## src/rtl/i2c_wb_pkg.sv

```systemverilog
// shared types and constants for the byte-wide I2C master
// register map follows the usual 8-register layout, address 5 reserved
// prescale counts clk cycles per quarter SCL period
package i2c_wb_pkg;

    typedef logic [2:0]  wb_adr_t;
    typedef logic [7:0]  byte_t;
    typedef logic [6:0]  i2c_addr_t;
    typedef logic [15:0] prescale_t;

    // command fifo word, 10 bits
    typedef struct packed {
        i2c_addr_t addr;
        logic      read;
        logic      write;
        logic      stop;
    } cmd_t;

    // engine status toward the register bank
    typedef struct packed {
        logic busy;
        logic bus_cont;
        logic missed_ack_pulse;
    } engine_status_t;

    // register addresses
    localparam wb_adr_t ADR_STATUS      = 3'd0;
    localparam wb_adr_t ADR_FIFO_STATUS = 3'd1;
    localparam wb_adr_t ADR_CMD_ADDR    = 3'd2;
    localparam wb_adr_t ADR_CMD         = 3'd3;
    localparam wb_adr_t ADR_DATA        = 3'd4;
    localparam wb_adr_t ADR_PRESCALE_LO = 3'd6;
    localparam wb_adr_t ADR_PRESCALE_HI = 3'd7;

    // bit positions in the command register
    localparam int CMD_BIT_READ  = 1;
    localparam int CMD_BIT_WRITE = 2;
    localparam int CMD_BIT_STOP  = 4;

endpackage

```

## src/rtl/sync_fifo.sv

```systemverilog
// show-ahead synchronous fifo, any DEPTH of 2 or more
// head word is valid on pop_data_o whenever empty_o is low
// callers must not push when full nor pop when empty
`timescale 1ns/100ps

module sync_fifo #(
    parameter int WIDTH = 8,
    parameter int DEPTH = 4
) (
    input  logic             clk,
    input  logic             rst,
    input  logic             push_i,
    input  logic [WIDTH-1:0] push_data_i,
    output logic             full_o,
    input  logic             pop_i,
    output logic [WIDTH-1:0] pop_data_o,
    output logic             empty_o
);

    localparam int PW = $clog2(DEPTH);
    localparam int CW = $clog2(DEPTH + 1);

    logic [WIDTH-1:0] mem [DEPTH];
    logic [PW-1:0]    wr_ptr;
    logic [PW-1:0]    rd_ptr;
    logic [CW-1:0]    count;

    assign full_o     = (count == CW'(DEPTH));
    assign empty_o    = (count == '0);
    assign pop_data_o = mem[rd_ptr];

    // storage only, no reset
    always_ff @(posedge clk) begin
        if (push_i) begin
            mem[wr_ptr] <= push_data_i;
        end
    end

    // pointers wrap at DEPTH-1 so non power of two depths work
    always_ff @(posedge clk) begin
        if (rst) begin
            wr_ptr <= '0;
            rd_ptr <= '0;
            count  <= '0;
        end else begin
            if (push_i) begin
                wr_ptr <= (wr_ptr == PW'(DEPTH - 1)) ? '0 : wr_ptr + 1'b1;
            end
            if (pop_i) begin
                rd_ptr <= (rd_ptr == PW'(DEPTH - 1)) ? '0 : rd_ptr + 1'b1;
            end
            count <= count + CW'(push_i) - CW'(pop_i);
        end
    end

    // both sides of the fifo are gated by their owners
    assert property (@(posedge clk) disable iff (rst)
        !(push_i && full_o) && !(pop_i && empty_o))
        else $error("fifo pushed while full or popped while empty");

endmodule

```

## src/rtl/wb_regs.sv

```systemverilog
// Wishbone register bank, 8-bit data, 3-bit address
// ack comes one cycle after strobe, never on two cycles in a row
// pushes to a full fifo are dropped and flagged as overflow
// miss_ack clears on status read, overflows on fifo status read
`timescale 1ns/100ps

module wb_regs #(
    parameter i2c_wb_pkg::prescale_t DEFAULT_PRESCALE = 16'd1
) (
    input  logic                       clk,
    input  logic                       rst,
    input  i2c_wb_pkg::wb_adr_t        wbs_adr_i,
    input  i2c_wb_pkg::byte_t          wbs_dat_i,
    input  logic                       wbs_we_i,
    input  logic                       wbs_stb_i,
    input  logic                       wbs_cyc_i,
    output i2c_wb_pkg::byte_t          wbs_dat_o,
    output logic                       wbs_ack_o,
    output logic                       cmd_push_o,
    output i2c_wb_pkg::cmd_t           cmd_data_o,
    input  logic                       cmd_full_i,
    input  logic                       cmd_empty_i,
    output logic                       wr_push_o,
    output i2c_wb_pkg::byte_t          wr_data_o,
    input  logic                       wr_full_i,
    input  logic                       wr_empty_i,
    output logic                       rd_pop_o,
    input  i2c_wb_pkg::byte_t          rd_data_i,
    input  logic                       rd_full_i,
    input  logic                       rd_empty_i,
    input  i2c_wb_pkg::engine_status_t eng_status_i,
    output i2c_wb_pkg::prescale_t      prescale_o
);

    logic                  access;
    logic                  wr_acc;
    logic                  rd_acc;
    logic                  cmd_wr;
    logic                  data_wr;
    i2c_wb_pkg::i2c_addr_t cmd_addr;
    // stop, write, read from msb down
    logic [2:0]            last_cmd;
    i2c_wb_pkg::byte_t     rd_mux;
    logic                  miss_ack;
    logic                  cmd_ovf;
    logic                  wr_ovf;
    i2c_wb_pkg::prescale_t prescale_o_q;

    // one access per ack, the cycle after an ack is skipped
    assign access = wbs_cyc_i && wbs_stb_i && !wbs_ack_o;
    assign wr_acc = access && wbs_we_i;
    assign rd_acc = access && !wbs_we_i;

    // command write with at least one of read/write/stop
    assign cmd_wr = wr_acc && (wbs_adr_i == i2c_wb_pkg::ADR_CMD) &&
                    (wbs_dat_i[i2c_wb_pkg::CMD_BIT_READ] ||
                     wbs_dat_i[i2c_wb_pkg::CMD_BIT_WRITE] ||
                     wbs_dat_i[i2c_wb_pkg::CMD_BIT_STOP]);
    assign data_wr = wr_acc && (wbs_adr_i == i2c_wb_pkg::ADR_DATA);

    assign cmd_push_o = cmd_wr && !cmd_full_i;
    assign cmd_data_o = '{addr:  cmd_addr,
                          read:  wbs_dat_i[i2c_wb_pkg::CMD_BIT_READ],
                          write: wbs_dat_i[i2c_wb_pkg::CMD_BIT_WRITE],
                          stop:  wbs_dat_i[i2c_wb_pkg::CMD_BIT_STOP]};
    assign wr_push_o  = data_wr && !wr_full_i;
    assign wr_data_o  = wbs_dat_i;
    // data read pops the head byte if there is one
    assign rd_pop_o   = rd_acc && (wbs_adr_i == i2c_wb_pkg::ADR_DATA) && !rd_empty_i;
    assign prescale_o = prescale_o_q;

    always_comb begin
        rd_mux = '0;
        case (wbs_adr_i)
            i2c_wb_pkg::ADR_STATUS:
                rd_mux = {4'b0, miss_ack, 1'b0, eng_status_i.bus_cont, eng_status_i.busy};
            i2c_wb_pkg::ADR_FIFO_STATUS:
                rd_mux = {rd_full_i, rd_empty_i, wr_ovf, wr_full_i,
                          wr_empty_i, cmd_ovf, cmd_full_i, cmd_empty_i};
            i2c_wb_pkg::ADR_CMD_ADDR:    rd_mux = {1'b0, cmd_addr};
            // stop, write, read in their command bit slots
            i2c_wb_pkg::ADR_CMD:         rd_mux = {3'b0, last_cmd[2], 1'b0, last_cmd[1:0], 1'b0};
            i2c_wb_pkg::ADR_DATA:        rd_mux = rd_empty_i ? '0 : rd_data_i;
            i2c_wb_pkg::ADR_PRESCALE_LO: rd_mux = prescale_o_q[7:0];
            i2c_wb_pkg::ADR_PRESCALE_HI: rd_mux = prescale_o_q[15:8];
            default:                     rd_mux = '0;
        endcase
    end

    always_ff @(posedge clk) begin
        if (rst) begin
            wbs_ack_o    <= 1'b0;
            prescale_o_q <= DEFAULT_PRESCALE;
            miss_ack     <= 1'b0;
            cmd_ovf      <= 1'b0;
            wr_ovf       <= 1'b0;
        end else begin
            wbs_ack_o <= access;
            // a miss in the same cycle as the clearing read stays visible
            if (rd_acc && wbs_adr_i == i2c_wb_pkg::ADR_STATUS) begin
                miss_ack <= eng_status_i.missed_ack_pulse;
            end else begin
                miss_ack <= miss_ack || eng_status_i.missed_ack_pulse;
            end
            if (rd_acc && wbs_adr_i == i2c_wb_pkg::ADR_FIFO_STATUS) begin
                cmd_ovf <= 1'b0;
                wr_ovf  <= 1'b0;
            end else begin
                cmd_ovf <= cmd_ovf || (cmd_wr && cmd_full_i);
                wr_ovf  <= wr_ovf || (data_wr && wr_full_i);
            end
            if (wr_acc && wbs_adr_i == i2c_wb_pkg::ADR_PRESCALE_LO) begin
                prescale_o_q[7:0] <= wbs_dat_i;
            end
            if (wr_acc && wbs_adr_i == i2c_wb_pkg::ADR_PRESCALE_HI) begin
                prescale_o_q[15:8] <= wbs_dat_i;
            end
        end
    end

    // payload registers
    always_ff @(posedge clk) begin
        if (rd_acc) begin
            wbs_dat_o <= rd_mux;
        end
        if (wr_acc && wbs_adr_i == i2c_wb_pkg::ADR_CMD_ADDR) begin
            cmd_addr <= wbs_dat_i[6:0];
        end
        if (cmd_wr) begin
            last_cmd <= {cmd_data_o.stop, cmd_data_o.write, cmd_data_o.read};
        end
    end

    // a held strobe gets every second cycle acknowledged
    assert property (@(posedge clk) disable iff (rst) wbs_ack_o |=> !wbs_ack_o)
        else $error("wishbone ack high on two consecutive cycles");

endmodule

```

## src/rtl/i2c_byte_engine.sv

```systemverilog
// I2C master sequencer, one address byte and one data byte per command
// every bit is four phases of prescale_i clk cycles each
// SCL is never sampled, so targets cannot stretch the clock
// a missed address ack skips the data byte and forces a stop
`timescale 1ns/100ps

module i2c_byte_engine (
    input  logic                       clk,
    input  logic                       rst,
    input  i2c_wb_pkg::prescale_t      prescale_i,
    input  i2c_wb_pkg::cmd_t           cmd_i,
    input  logic                       cmd_empty_i,
    output logic                       cmd_pop_o,
    input  i2c_wb_pkg::byte_t          tx_data_i,
    input  logic                       tx_empty_i,
    output logic                       tx_pop_o,
    output i2c_wb_pkg::byte_t          rx_data_o,
    output logic                       rx_push_o,
    input  logic                       rx_full_i,
    output logic                       scl_o,
    input  logic                       sda_i,
    output logic                       sda_o,
    output i2c_wb_pkg::engine_status_t status_o
);

    typedef enum logic [2:0] {
        IDLE, START, ADDR, ADDR_ACK, DATA, DATA_ACK, STOP
    } state_t;

    state_t                state;
    logic [1:0]            phase;
    i2c_wb_pkg::prescale_t presc_cnt;
    logic                  tick;
    logic                  hold;
    logic                  bus_held;
    logic                  missed_ack;
    i2c_wb_pkg::cmd_t      cur;
    i2c_wb_pkg::byte_t     shift;
    logic [2:0]            bit_cnt;
    logic                  nack;

    assign tick = (presc_cnt == '0);

    // phase 3 waits here with SCL low, for tx data or rx room
    assign hold = (state == ADDR_ACK && phase == 2'd3 && !nack && cur.write && tx_empty_i) ||
                  (state == DATA_ACK && phase == 2'd3 && cur.read && rx_full_i);

    assign cmd_pop_o = tick && state == IDLE && !cmd_empty_i;
    assign tx_pop_o  = tick && state == ADDR_ACK && phase == 2'd3 && !nack &&
                       cur.write && !tx_empty_i;
    assign rx_push_o = tick && state == DATA_ACK && phase == 2'd3 && cur.read && !rx_full_i;
    assign rx_data_o = shift;

    // a queued command counts as busy so polling cannot race the engine
    assign status_o = '{busy:             (state != IDLE) || !cmd_empty_i,
                        bus_cont:         bus_held,
                        missed_ack_pulse: missed_ack};

    always_ff @(posedge clk) begin
        if (rst) begin
            state      <= IDLE;
            phase      <= 2'd0;
            presc_cnt  <= '0;
            scl_o      <= 1'b1;
            sda_o      <= 1'b1;
            bus_held   <= 1'b0;
            missed_ack <= 1'b0;
        end else begin
            missed_ack <= 1'b0;
            presc_cnt  <= tick ? prescale_i - 1'b1 : presc_cnt - 1'b1;
            if (tick) begin
                if (state != IDLE && !hold) begin
                    phase <= phase + 1'b1;
                end
                // SCL rises in phase 1, falls in phase 3 except at stop
                if (state != IDLE && phase == 2'd1) begin
                    scl_o <= 1'b1;
                end
                if (state != IDLE && state != STOP && phase == 2'd3) begin
                    scl_o <= 1'b0;
                end
                case (state)
                    IDLE: begin
                        if (!cmd_empty_i) begin
                            // read with write set is dropped here
                            if (cmd_i.read ^ cmd_i.write) begin
                                state <= START;
                            end else if (!cmd_i.write && cmd_i.stop && bus_held) begin
                                state <= STOP;
                            end
                        end
                    end
                    START: begin
                        // release sda first so a repeated start works too
                        if (phase == 2'd0) sda_o <= 1'b1;
                        if (phase == 2'd2) sda_o <= 1'b0;
                        if (phase == 2'd3) begin
                            bus_held <= 1'b1;
                            state    <= ADDR;
                        end
                    end
                    ADDR: begin
                        if (phase == 2'd0) sda_o <= shift[7];
                        if (phase == 2'd3 && bit_cnt == 3'd0) state <= ADDR_ACK;
                    end
                    ADDR_ACK: begin
                        if (phase == 2'd0) sda_o <= 1'b1;
                        if (phase == 2'd3) begin
                            if (nack) begin
                                missed_ack <= 1'b1;
                                state      <= STOP;
                            end else if (!hold) begin
                                state <= DATA;
                            end
                        end
                    end
                    DATA: begin
                        if (phase == 2'd0) sda_o <= cur.write ? shift[7] : 1'b1;
                        if (phase == 2'd3 && bit_cnt == 3'd0) state <= DATA_ACK;
                    end
                    DATA_ACK: begin
                        // on reads nack the last byte, ack otherwise
                        if (phase == 2'd0) sda_o <= cur.read ? cur.stop : 1'b1;
                        if (phase == 2'd3 && !hold) state <= cur.stop ? STOP : IDLE;
                    end
                    STOP: begin
                        if (phase == 2'd0) sda_o <= 1'b0;
                        if (phase == 2'd2) sda_o <= 1'b1;
                        if (phase == 2'd3) begin
                            bus_held <= 1'b0;
                            state    <= IDLE;
                        end
                    end
                    default: state <= IDLE;
                endcase
            end
        end
    end

    // byte datapath
    always_ff @(posedge clk) begin
        if (cmd_pop_o) begin
            cur <= cmd_i;
        end
        if (tick) begin
            if (state == START && phase == 2'd3) begin
                shift   <= {cur.addr, cur.read};
                bit_cnt <= 3'd7;
            end
            // sample mid high; on writes this just moves the next bit up
            if ((state == ADDR || state == DATA) && phase == 2'd2) begin
                shift <= {shift[6:0], sda_i};
            end
            // wraps back to 7 after the last bit
            if ((state == ADDR || state == DATA) && phase == 2'd3) begin
                bit_cnt <= bit_cnt - 1'b1;
            end
            if (state == ADDR_ACK && phase == 2'd2) begin
                nack <= sda_i;
            end
        end
        if (tx_pop_o) begin
            shift <= tx_data_i;
        end
    end

    // data line moves only with SCL low, start and stop excepted
    assert property (@(posedge clk) disable iff (rst)
        $changed(sda_o) |-> !scl_o || state inside {START, STOP})
        else $error("sda changed while scl high outside start/stop");

endmodule

```

## src/rtl/i2c_master_wb.sv

```systemverilog
// I2C master with Wishbone register port, 8-bit data
// pins are open-drain: a low _o pulls the line, a high _o releases it
// i2c_scl_i is not used, there is no clock stretching
`timescale 1ns/100ps

module i2c_master_wb #(
    parameter i2c_wb_pkg::prescale_t DEFAULT_PRESCALE = 16'd1,
    parameter int                    CMD_FIFO_DEPTH   = 4,
    parameter int                    DATA_FIFO_DEPTH  = 4
) (
    input  logic                clk,
    input  logic                rst,
    input  i2c_wb_pkg::wb_adr_t wbs_adr_i,
    input  i2c_wb_pkg::byte_t   wbs_dat_i,
    output i2c_wb_pkg::byte_t   wbs_dat_o,
    input  logic                wbs_we_i,
    input  logic                wbs_stb_i,
    output logic                wbs_ack_o,
    input  logic                wbs_cyc_i,
    input  logic                i2c_scl_i,
    output logic                i2c_scl_o,
    input  logic                i2c_sda_i,
    output logic                i2c_sda_o
);

    localparam int CMD_W  = $bits(i2c_wb_pkg::cmd_t);
    localparam int BYTE_W = $bits(i2c_wb_pkg::byte_t);

    // command path
    logic                       cmd_push, cmd_pop, cmd_full, cmd_empty;
    i2c_wb_pkg::cmd_t           cmd_wdata, cmd_head;
    // host to target bytes
    logic                       wr_push, wr_pop, wr_full, wr_empty;
    i2c_wb_pkg::byte_t          wr_wdata, wr_head;
    // target to host bytes
    logic                       rd_push, rd_pop, rd_full, rd_empty;
    i2c_wb_pkg::byte_t          rd_wdata, rd_head;
    i2c_wb_pkg::engine_status_t eng_status;
    i2c_wb_pkg::prescale_t      prescale;

    wb_regs #(.DEFAULT_PRESCALE(DEFAULT_PRESCALE)) regs_i (
        .clk, .rst, .wbs_adr_i, .wbs_dat_i, .wbs_we_i, .wbs_stb_i, .wbs_cyc_i,
        .wbs_dat_o, .wbs_ack_o,
        .cmd_push_o(cmd_push), .cmd_data_o(cmd_wdata),
        .cmd_full_i(cmd_full), .cmd_empty_i(cmd_empty),
        .wr_push_o(wr_push), .wr_data_o(wr_wdata),
        .wr_full_i(wr_full), .wr_empty_i(wr_empty),
        .rd_pop_o(rd_pop), .rd_data_i(rd_head),
        .rd_full_i(rd_full), .rd_empty_i(rd_empty),
        .eng_status_i(eng_status), .prescale_o(prescale)
    );

    sync_fifo #(.WIDTH(CMD_W), .DEPTH(CMD_FIFO_DEPTH)) cmd_fifo (
        .clk, .rst, .push_i(cmd_push), .push_data_i(cmd_wdata), .full_o(cmd_full),
        .pop_i(cmd_pop), .pop_data_o(cmd_head), .empty_o(cmd_empty)
    );

    sync_fifo #(.WIDTH(BYTE_W), .DEPTH(DATA_FIFO_DEPTH)) write_fifo (
        .clk, .rst, .push_i(wr_push), .push_data_i(wr_wdata), .full_o(wr_full),
        .pop_i(wr_pop), .pop_data_o(wr_head), .empty_o(wr_empty)
    );

    sync_fifo #(.WIDTH(BYTE_W), .DEPTH(DATA_FIFO_DEPTH)) read_fifo (
        .clk, .rst, .push_i(rd_push), .push_data_i(rd_wdata), .full_o(rd_full),
        .pop_i(rd_pop), .pop_data_o(rd_head), .empty_o(rd_empty)
    );

    i2c_byte_engine engine_i (
        .clk, .rst, .prescale_i(prescale),
        .cmd_i(cmd_head), .cmd_empty_i(cmd_empty), .cmd_pop_o(cmd_pop),
        .tx_data_i(wr_head), .tx_empty_i(wr_empty), .tx_pop_o(wr_pop),
        .rx_data_o(rd_wdata), .rx_push_o(rd_push), .rx_full_i(rd_full),
        .scl_o(i2c_scl_o), .sda_i(i2c_sda_i), .sda_o(i2c_sda_o),
        .status_o(eng_status)
    );

endmodule

```

## config.mk

```make
export PLATFORM = sky130hd
export DESIGN_NAME = i2c_master_wb
export DESIGN_NICKNAME = d
export VERILOG_FILES = /design/src/rtl/i2c_wb_pkg.sv /design/src/rtl/sync_fifo.sv /design/src/rtl/wb_regs.sv /design/src/rtl/i2c_byte_engine.sv /design/src/rtl/i2c_master_wb.sv
export SDC_FILE = /design/constraint.sdc
export NUM_CORES = 1
export LEC_CHECK = 0
export ABC_AREA = 1
export ABC_CLOCK_PERIOD_IN_PS = 2400
export BUFFER_PORTS_ARGS = -buffer_cell sky130_fd_sc_hd__buf_4
export CORE_MARGIN = 1
export CORE_UTILIZATION = 55
export CTS_CLUSTER_SIZE = 25
export DETAILED_ROUTE_END_ITERATION = 12
export PLACE_DENSITY = 0.75
export SLEW_MARGIN = 20
export SYNTH_ARGS = -nofsm -noshare
export SYNTH_HDL_FRONTEND = slang
export SYNTH_SLANG_ARGS = --single-unit
```

## constraint.sdc

```tcl
create_clock -name clk -period 2.4 [get_ports clk]
set_input_delay 0.36 -clock clk [delete_from_list [all_inputs] [get_ports clk]]
set_output_delay 0.36 -clock clk [all_outputs]
set_load 0.1 [all_outputs]
```

==> results.yml <==
run_status:
  status: "complete, no violations"
grt:
  grt_pass1_wl_um: 33600
  grt_util_all_layers_pct: 24.7
  grt_overflow: 0
  grt_pass1_vias: 6434
  grt_max_degree: 45
  antenna_found_initial: 0
timing:
  max_freq_ghz: 0.445
  skew_ns: 0.0204
  tightest_slew_ns: 0.509
  setup_tns_ns: 0
  max_slew_margin_pct: 65.9
  post-route-period-util_pct: 93.7
  slew_viol_final: 0
  whs_ns: 0.0524
  rsz0062_at_grt: "no"
  min_period_ns: 2.25
  finalSetupViolCount: 0
  final_hold_viol_count: 0
clocking:
  clockBufferDepth: 3
  clkTransAtPathRegs_ns: 0.06
  clk_latency_ns: 0.51
  cts_sinks: 216
  h-tree-depth: 1
  cts_tree: "built"
  cts_inserted_buffers: 23
  root_buffer: "clkbuf_16"
yosys:
  ys_warn_count: 0
  syn_nets: 1020
  synth_edf_count: 144
  yosys.area.top_type: "edfxtp_1"
  synth_cells: 971
  synthFlopType: "edfxtp_1"
  synth.distinct_cells: 45
  synth_seq_area_share_pct: 60.3
  synth-seq-cells: 216
  netlist.area_leader.share_pct: 45.3
  synth_area_leaders: "edfxtp_1 45%, dfxtp_1 15%, nor2_1 6.9%"
  avgSynthCellArea_um2: 9.84
  yosysMostFrequentCell: "nor2_1"
  syn_area_mm2: 0.00955
  ys_top_cells_by_count: "176 x nor2_1, 144 x edfxtp_1, 111 x nand2_1, 107 x inv_1, 77 x o21ai_0"
  postSynth.asyncResetShare_pct: 0
floorplanning:
  num_rows: 47
  ioPinCount: 29
  fp.dieH_um: 134
  coreArea_mm2: 0.0168
  start_util_pct: 57.0
  dieArea_mm2: 0.0179
  dieWidth_um: 134
power:
  p_leak_nw: 4.29
  ir_worst_vdd_v: 0.000761
  switching_power_w: 0.00282
  power_frac_clock_pct: 35.7
  pwr-share-seq_pct: 43.0
  power.share.combinational_pct: 21.3
  powerDensity_mw_per_mm2: 872
  p_int_w: 0.00678
  power.share.switching_pct: 29.4
route:
  met2_wirelength_um: 10200
  dr_total_vias: 7030
  vias_per_cell: 5.52
  wl_per_cell_um: 17.2
  drt_iter0_markers: 620
  dr_wl_met3_um: 1780
  top_layer: "met4"
  drc: 0
  met1_length_um: 9390
  wl_um: 21900
  ant_nets: 0
  dr.pass1.iters: 5
worst_setup_path:
  crit_type: "reg -> reg"
  worstSetupStartpointType: "flip-flop"
  endpoint_kind: "flip-flop"
  worstPathArrival_ns: 2.64
  cp_max_fo: 5
  cp.required_ns: 2.79
job:
  max-cap-violations: 0
cells_and_area:
  layout.nets: 1087
  areaGrowthSynthToFinish_pct: 15.3
  diodes: 0
  drive_above_1_share_pct: 14.4
  finalInstanceArea_mm2: 0.0110
  fin_util_pct: 65.7
  layout.cells.non_filler: 1274
placement:
  dp_cells: 1232
  place_congestion: 0.906
  place_hpwl_um: 14900
  placed_cell_area_mm2: 0.0102
  portBuffers: 27
hold_path:
  min_path_type: "in -> reg"
==> registers in the layout (all words and copies together), names as in the netlist, 3 cells and up, named ones only <==
| register | flops |
|---|---|
| cmd_fifo.count | 3 |
| read_fifo.mem | 32 |
| engine_i.state | 3 |
| regs_i.cmd_addr | 7 |
| engine_i.bit_cnt | 3 |
| regs_i.prescale_o | 16 |
| write_fifo.mem | 32 |
| regs_i.wbs_dat_o | 8 |
| read_fifo.count | 3 |
| engine_i.presc_cnt | 16 |
| cmd_fifo.mem | 40 |
| engine_i.cur | 10 |
| write_fifo.count | 3 |
| regs_i.last_cmd | 3 |
| engine_i.rx_data_o | 8 |
==> final cells by class <==
cell class | count | area [µm²]
inverter | 120 | 450
sequential | 216 | 5770
fill | 1269 | 5750
multi-input combinational | 607 | 3250
tap | 220 | 275
clock inverter | 12 | 108
clock buffer | 29 | 618
timing repair buffer | 70 | 546
==> critical path, stage by stage, from the launching register on <==
cell	delay [ns]
dfxtp_1	0.40
inv_2	0.08
nor2_2	0.11
nand2_1	0.14
nor2_1	0.18
nand2_1	0.09
nor2_1	0.17
ha_1	0.26
inv_1	0.06
ha_1	0.15
fa_1	0.41
inv_1	0.06
nor2_1	0.03
==> cells in the final DEF (no fill, tap or decap), types with 8 or more instances in the layout <==
cell type / n
nor2_1: 174
edfxtp_1: 144
nand2_1: 110
inv_1: 104
o21ai_0: 76
dfxtp_1: 69
buf_4: 67
a21oi_1: 45
nand3_1: 40
ha_1: 28
clkbuf_16: 23
o22ai_1: 22
o21ai_1: 16
inv_2: 14
a211oi_1: 13
nor3_1: 9
a31oi_1: 8
==> kinds of logic after synthesis <==
| group | after synthesis | synth area share (%) |
|---|---|---|
| buffers and inverters | 148 | 6.23 |
| flip-flops | 216 | 60.3 |
| adder cells (fa/ha/maj) | 31 | 4.30 |
| AND/OR/NAND/NOR | 372 | 16.9 |
| XOR/XNOR | 6 | 0.550 |
| AO/OA/AOI/OAI | 198 | 11.7 |
==> per-stage QoR <==
stage / total power, W / worst slack, ns
finish: 0.00960 / 0.152
global route: 0.0100 / 0.00447
floorplan: 0.00575 / 0.00710
detailed placement: 0.00610 / 0.0822
global placement: 0.00607 / 0.115
CTS: 0.00949 / 0.0648
==> power groups by stage <==
stage | registers [W] | logic, W | clock network (W)
floorplan | 0.00422 | 0.00153 | 0
global placement | 0.00420 | 0.00187 | 0
detailed placement | 0.00420 | 0.00190 | 0
CTS | 0.00412 | 0.00191 | 0.00346
global route | 0.00414 | 0.00228 | 0.00360
finish | 0.00413 | 0.00204 | 0.00343
==> final timing paths <==
kind                            start                   to  slack, ns  cells past startpoint
setup / recovery    engine_i.state[1]  write_fifo.count[1]       0.15                     12
hold / removal              i2c_sda_i        engine_i.nack       0.05                      1
setup reg to reg    engine_i.state[1]  write_fifo.count[1]       0.15                     12
hold reg to reg   engine_i.missed_ack      regs_i.miss_ack       0.46                      2
==> metal layers <==
layer / track usage, % / vias to the layer above
li1: - / 3428
met1: 34.8 / 3302
met2: 39.5 / 264
met3: 3.74 / 36
met4: 7.51 / 0
met5: 0 / -
==> timing repair <==
item	CTS	global route
gates resized for setup	0	18
buffers inserted	0	1
endpoints found under the setup margin	0	7
hold buffers	0	0
(Power assumes the default switching activity.)
